File: src/logic/cache_pkg.sv
`default_nettype none

package cache_pkg;

    // ********************
    // Widths
    // ********************
    localparam int word_bits = 32;  // Data word and byte address

    // ********************
    // Encodings
    // ********************

    // Command from the miss controller to main memory
    typedef enum logic [1:0] {
        mem_none  = 2'd0,
        mem_read  = 2'd1,
        mem_write = 2'd2
    } mem_cmd_t;

    typedef enum logic [2:0] {
        st_idle      = 3'd0,
        st_lookup    = 3'd1,
        st_writeback = 3'd2,  // Dirty victim on its way out
        st_refill    = 3'd3,
        st_respond   = 3'd4
    } cache_state_t;

endpackage

`default_nettype wire
File: src/logic/cache_controller.sv
`timescale 1ns/1ps
`default_nettype none

module cache_controller
    import cache_pkg::*;
#(
    parameter int index_bits = 6
) (
    input  logic                                  clk,
    input  logic                                  rst_b,

    // Processor side
    input  logic                                  req,
    input  logic                                  we,
    input  logic [word_bits-1:0]                  addr,
    input  logic [word_bits-1:0]                  wdata,
    output logic                                  busy,
    output logic                                  done,
    output logic                                  miss,
    output logic [word_bits-1:0]                  rdata,

    // Array
    output logic [index_bits-1:0]                 index,
    output logic [word_bits-index_bits-3:0]       tag,
    input  logic                                  hit,
    input  logic                                  victim_dirty,
    input  logic [word_bits-1:0]                  victim_addr,
    input  logic [word_bits-1:0]                  line_data,
    output logic                                  line_we,
    output logic [word_bits-1:0]                  line_wdata,
    output logic                                  line_dirty,

    // Main memory
    output mem_cmd_t                              mem_cmd,
    output logic [word_bits-1:0]                  mem_addr,
    output logic [word_bits-1:0]                  mem_wdata,
    input  logic                                  mem_ack,
    input  logic [word_bits-1:0]                  mem_rdata
);

    cache_state_t state_q;
    cache_state_t state_d;

    logic [word_bits-1:0] req_addr;
    logic [word_bits-1:0] req_wdata;
    logic                 req_we;
    logic [word_bits-1:0] data_q;   // Word for the response
    logic                 miss_q;
    logic                 accept;

    assign accept = (state_q == st_idle) && req;

    assign index = req_addr[index_bits+1:2];
    assign tag   = req_addr[word_bits-1:index_bits+2];

    // ********************
    // Next state and array/memory strobes
    // ********************
    always_comb begin
        state_d    = state_q;
        line_we    = 1'b0;
        line_wdata = req_wdata;
        line_dirty = 1'b1;
        mem_cmd    = mem_none;
        mem_addr   = {req_addr[word_bits-1:2], 2'b00};
        mem_wdata  = line_data;

        case (state_q)
            st_idle: begin
                if (req) begin
                    state_d = st_lookup;
                end
            end
            st_lookup: begin
                if (hit) begin
                    line_we = req_we;  // Write hit just marks the line dirty
                    state_d = st_respond;
                end else if (victim_dirty) begin
                    mem_cmd  = mem_write;
                    mem_addr = victim_addr;
                    state_d  = st_writeback;
                end else if (req_we) begin
                    line_we = 1'b1;    // Allocate without refill
                    state_d = st_respond;
                end else begin
                    mem_cmd = mem_read;
                    state_d = st_refill;
                end
            end
            st_writeback: begin
                if (mem_ack) begin
                    if (req_we) begin
                        line_we = 1'b1;
                        state_d = st_respond;
                    end else begin
                        mem_cmd = mem_read;
                        state_d = st_refill;
                    end
                end
            end
            st_refill: begin
                if (mem_ack) begin
                    line_we    = 1'b1;
                    line_wdata = mem_rdata;
                    line_dirty = 1'b0;
                    state_d    = st_respond;
                end
            end
            st_respond: state_d = st_idle;
            default:    state_d = st_idle;
        endcase
    end

    // ********************
    // Control registers
    // ********************
    always_ff @(posedge clk or negedge rst_b) begin
        if (!rst_b) begin
            state_q <= st_idle;
            busy    <= 1'b0;
            done    <= 1'b0;
            miss    <= 1'b0;
            miss_q  <= 1'b0;
        end else begin
            state_q <= state_d;
            done    <= 1'b0;
            if (accept) begin
                busy <= 1'b1;
            end
            if (state_q == st_lookup) begin
                miss_q <= !hit;
            end
            // Done and busy release on the same edge
            if (state_q == st_respond) begin
                done <= 1'b1;
                busy <= 1'b0;
                miss <= miss_q;
            end
        end
    end

    // Request and response payload
    always_ff @(posedge clk) begin
        if (accept) begin
            req_addr  <= addr;
            req_we    <= we;
            req_wdata <= wdata;
        end
        if (state_q == st_lookup && hit) begin
            data_q <= line_data;
        end
        if (state_q == st_refill && mem_ack) begin
            data_q <= mem_rdata;  // Fresh word from memory
        end
        if (state_q == st_respond) begin
            rdata <= data_q;
        end
    end

endmodule

`default_nettype wire

File: config.mk
export PLATFORM = sky130hd
export DESIGN_NAME = cache_controller
export DESIGN_NICKNAME = d
export VERILOG_FILES = /design/src/logic/cache_pkg.sv /design/src/logic/cache_controller.sv
export SDC_FILE = /design/constraint.sdc
export NUM_CORES = 1
export LEC_CHECK = 0
export ABC_AREA = 1
export BUFFER_PORTS_ARGS = -buffer_cell sky130_fd_sc_hd__buf_2
export CAP_MARGIN = 20
export CORE_AREA = 2 2 129 131
export CTS_BUF_LIST = sky130_fd_sc_hd__clkbuf_2 sky130_fd_sc_hd__clkbuf_4 sky130_fd_sc_hd__clkbuf_8
export DETAILED_ROUTE_END_ITERATION = 10
export DIE_AREA = 0 0 131 133
export PLACE_DENSITY = 0.64
export SYNTH_ARGS = -nofsm -noshare
export SYNTH_HDL_FRONTEND = slang
export SYNTH_SLANG_ARGS = --single-unit
File: constraint.sdc
create_clock -name clk -period 4.9 [get_ports clk]
set_clock_uncertainty 0.2 [all_clocks]
set_input_delay 0.735 -clock clk [delete_from_list [all_inputs] [get_ports clk]]
set_output_delay 0.735 -clock clk [all_outputs]
set_load 0.03 [all_outputs]
After elaboration in Yosys (flattened, before gate mapping)

Index checks and enable logic that the tools add are counted.

Equality and inequality tests: 7
Multiplexer cells: 30
Reductions and logical operators: 8

Operators by type and width:

| cell                                                                   | count |
|---|---|
| 32-bit two-way mux                                                     | 7 |
| 3-bit two-way mux                                                      | 6 |
| 3-bit case mux with 4 select lines                                     | 1 |
| 1-bit two-way mux                                                      | 11 |
| 3-bit by 2-bit equality test with 1-bit output (second input constant) | 2 |
| 2-bit two-way mux                                                      | 3 |
| 2-bit inequality test (second input constant)                          | 3 |
| 2-bit case mux with 2 select lines                                     | 1 |
| 2-bit nonzero test                                                     | 2 |
| 3-bit by 1-bit equality test with 1-bit output (second input constant) | 1 |
| 3-bit equality test (second input constant)                            | 1 |
| 1-bit logical AND                                                      | 3 |
| 3-bit logical NOT                                                      | 1 |
| 1-bit case mux with 3 select lines                                     | 1 |
| 3-bit AND reduction                                                    | 1 |
| 1-bit logical NOT                                                      | 1 |

Bits in registers: 136
Output and inout port bits: 165
Logic and storage cells: 55

Longest topological paths before layout

Word-level depth: 4
Mapped depth: 8
Depth with buffers taken out: 7

Least setup slack after synthesis

Ideal clock, no wire load.

Path kind: input to register
Start: input port hit
End: register data_q[0], enable pin
Library setup time: 466 ps
Arrival: 3105 ps
Slack: 1129 ps
Stages on the path: 2
Cells stage by stage: inv_1 > o21ai_0

Longest elaborated chain between the ends: 2

RTL lines:

| item                         | line                    | text |
|---|---|---|
| start: declaration           | cache_controller.sv:25  | `input logic hit,` |
| 1-bit logical AND            | cache_controller.sv:149 | `if (state_q == st_lookup && hit) begin` |
| 2-bit nonzero test (no line) | --                      |  |
| end signal: assignment       | cache_controller.sv:150 | `data_q <= line_data;` |
| end signal: assignment       | cache_controller.sv:153 | `data_q <= mem_rdata;` |
| end: declaration             | cache_controller.sv:47  | `logic [word_bits-1:0] data_q;` |

Every way passes these cells.
A chain may end at the register's enable or synchronous reset.

Worst setup path in the final report

Start: register state_q[2]
End: output port line_wdata[23]

Longest elaborated chain between the ends: 2

RTL lines:

| item                                           | line                    | text |
|---|---|---|
| start: declaration                             | cache_controller.sv:41  | `cache_state_t state_q;` |
| start signal: assignment                       | cache_controller.sv:119 | `state_q <= st_idle;` |
| start signal: assignment                       | cache_controller.sv:125 | `state_q <= state_d;` |
| 3-bit by 2-bit equality test with 1-bit output | cache_controller.sv:68  | `case (state_q)` |
| 32-bit two-way mux                             | cache_controller.sv:68  |  |
| end: declaration                               | cache_controller.sv:30  | `output logic [word_bits-1:0] line_wdata,` |

Every way passes these cells.

==> reports/results.txt <==
CP startpoint - state_q[2]
critical path required time - 3.96 ns
DIE AREA - 17400 sq um
Vias - 4369
hpwl dp - 10.6 mm
Worst Hold Depth - 0
GRT Util Overall - 16.1%
met3 usage - 5.14%
Slew Limit Headroom - 56.7%
post-synth top area share - 68.7%
TNS Setup - 0 ns
Mapped Area - 5550 sq um
DRT antenna net count - 0
postcts setup bufs - 0
top cells by count, synth - 269 x nand2_1, 127 x edfxtp_1, 38 x buf_4
Yosys cell types - 16
grt met2 use - 29.2%
P&R area growth vs syn - 36.7%
Clock Tree Buf Depth - 2
share of cells above drive strength 1 - 46.4%
Arr. time, crit path - 2.41 ns
Critical R2R Launch - state_q[2]
main area contributors after synthesis - edfxtp_1 69%, nand2_1 18%, buf_4 5.1%
clock buffer count from CTS - 17
most numerous cell in the Yosys netlist - nand2_1
met1 Use GR - 17.5%
Setup crit end kind - output port
status - finished, final reports clean
Final Hold Fails - 0
pin count of the biggest net entering global routing - 57
vias in the first global route - 4085
synth warn - 0
Initial Utilization - 34.3%
area leader, netlist - edfxtp_1
critical path type - flip-flop to output port
Clk Latency, worst-skew pair - 0.43 ns
Final Cycle Share - 68.3%
Num Clock Sinks - 134
Max Clk Rate - 299 MHz
worst r2r dst - data_q[11]
Via density - 4.23
die height - 133 microns
peak supply drop - 0.250 mV
number of remaining DRC errors - 0
initial antenna violation count - 2
Min Clock Period, post-route - 3.35 ns
CTS tree - built
Routed WL - 14.2 mm
Most used DFF post-synth - edfxtp_1
Syn Area/Cell - 11.3 sq um
RSZ-0062 raised after global routing - no
gr ovfl total - 0
Setup WS pre-CTS - 1.80 ns
Post-Syn Instances - 490
minimum setup slack in the final design - 1.55 ns
Final Core Density - 46.9%
Slew @ Worst Pin - 0.648 ns
H-tree depth - 4
sequential fraction of the synthesis area - 71.9%
Leakage Power - 0.00374 uW
Die W - 131 microns
reg-to-reg slack, setup - 2.76 ns
Syn Nets - 657
total core area - 16200 sq um
Final GP Congestion - 0.843
fin. max-slew vios - 0
nets - 964
initial drt markers - 212
pwr dens - 551 nW/um^2
final setup fails - 0
Critical Path Fanout Max - 32
HP Class - flip-flop to flip-flop
first-pass GRT wire length - 20.6 mm
Hold Path Origin - data_q[1]
Post-synth ARST share - 5.22%
Hold Path End - rdata[1]
# rows - 47
most utilized layer in the global route result - met2
R2R cell count - 7
IO Pins - 332
# Max-Cap Violations - 0
CP Launch Type - flip-flop
DR pass1 iterations - 4
clk root buf - clkbuf_8
routed len/inst - 13.8 microns
#FFs+latches synth - 134
CTS clk-pin slew, worst paths - 0.07 ns
Post-synth EDFFs - 127
I/O Buffers - 329
Power Total - 4180 uW
layer usage:
layer / vias up / share of wire (%)
li1: 2187 / -
met1: 1978 / 40
met2: 193 / 52
met3: 11 / 7.1
met4: 0 / 1.1
met5: - / 0
sequential cells by signal, summed over array words and instances, names as in the netlist:
name       cells
req_addr      30
req_wdata     32
miss           1
data_q        32
miss_q         1
busy           1
state_q        3
done           1
rdata         32
req_we         1
power by group:
part / switching, uW / internal, uW / total, uW
clock network: 414 / 452 / 866
registers: 92.7 / 1640 / 1730
logic: 1180 / 412 / 1590
worst max path at each step:
stage                      to  slack (ns)
5_1_grt        line_wdata[23]        1.33
2_1_floorplan       data_q[0]        1.13
4_1_cts        line_wdata[23]        1.48
3_5_place_dp    line_wdata[9]        1.80
6_report       line_wdata[23]        1.55
3_3_place_gp   line_wdata[11]        1.81
cell type report:
cell class	instances	area (sq um)
repair buffers	336	1730
inverters	13	48.8
clock buffers	18	241
well taps	220	275
fillers	1521	8590
clock inverters	14	134
flip-flops and latches	134	3990
diodes	2	5.00
multi-input cells	295	1160
layout by cell type, fill, tap and decap left out, types with 2 or more instances in the layout:
cell / n
nor2_1: 7
buf_2: 329
diode_2: 2
dfrtp_1: 7
clkinv_1: 3
clkinv_2: 3
inv_2: 6
nand2_2: 2
o21ai_0: 6
clkinvlp_4: 4
inv_6: 2
nand3_1: 5
bufinv_16: 2
nand2_1: 269
buf_4: 4
clkbuf_8: 17
a21oi_1: 2
inv_1: 7
edfxtp_1: 127
stage by stage:
step / hold WS (ns) / cells / cell area, sq um
after floorplan: 0.200 / 490 / 5550
after global placement: 0.201 / 995 / 7150
after detailed placement: 0.205 / 995 / 7150
after CTS: 0.222 / 1028 / 7530
after global routing: 0.222 / 1031 / 7580
final: 0.221 / 1032 / 7580
timing repair:
action	in CTS	in global routing
gates resized for setup	0	0
hold buffers	1	0
hold endpoints to repair	7	0
cells by family after synthesis:
kind of cell	after synthesis	synth area share, %
simple gates	286	19.8
flops	134	71.9
compound gates	9	0.811
buf+inv	61	7.48
worst max-delay path, stage by stage, from the launching register on:
cell	delay, ns
dfrtp_1	0.44
inv_2	0.12
nand2_2	0.08
nor2_4	0.10
nand2_2	0.19
inv_2	0.55
nand2_1	0.16
nand2_1	0.14
buf_2	0.21
No activity file was read; power rests on OpenSTA's default activity.
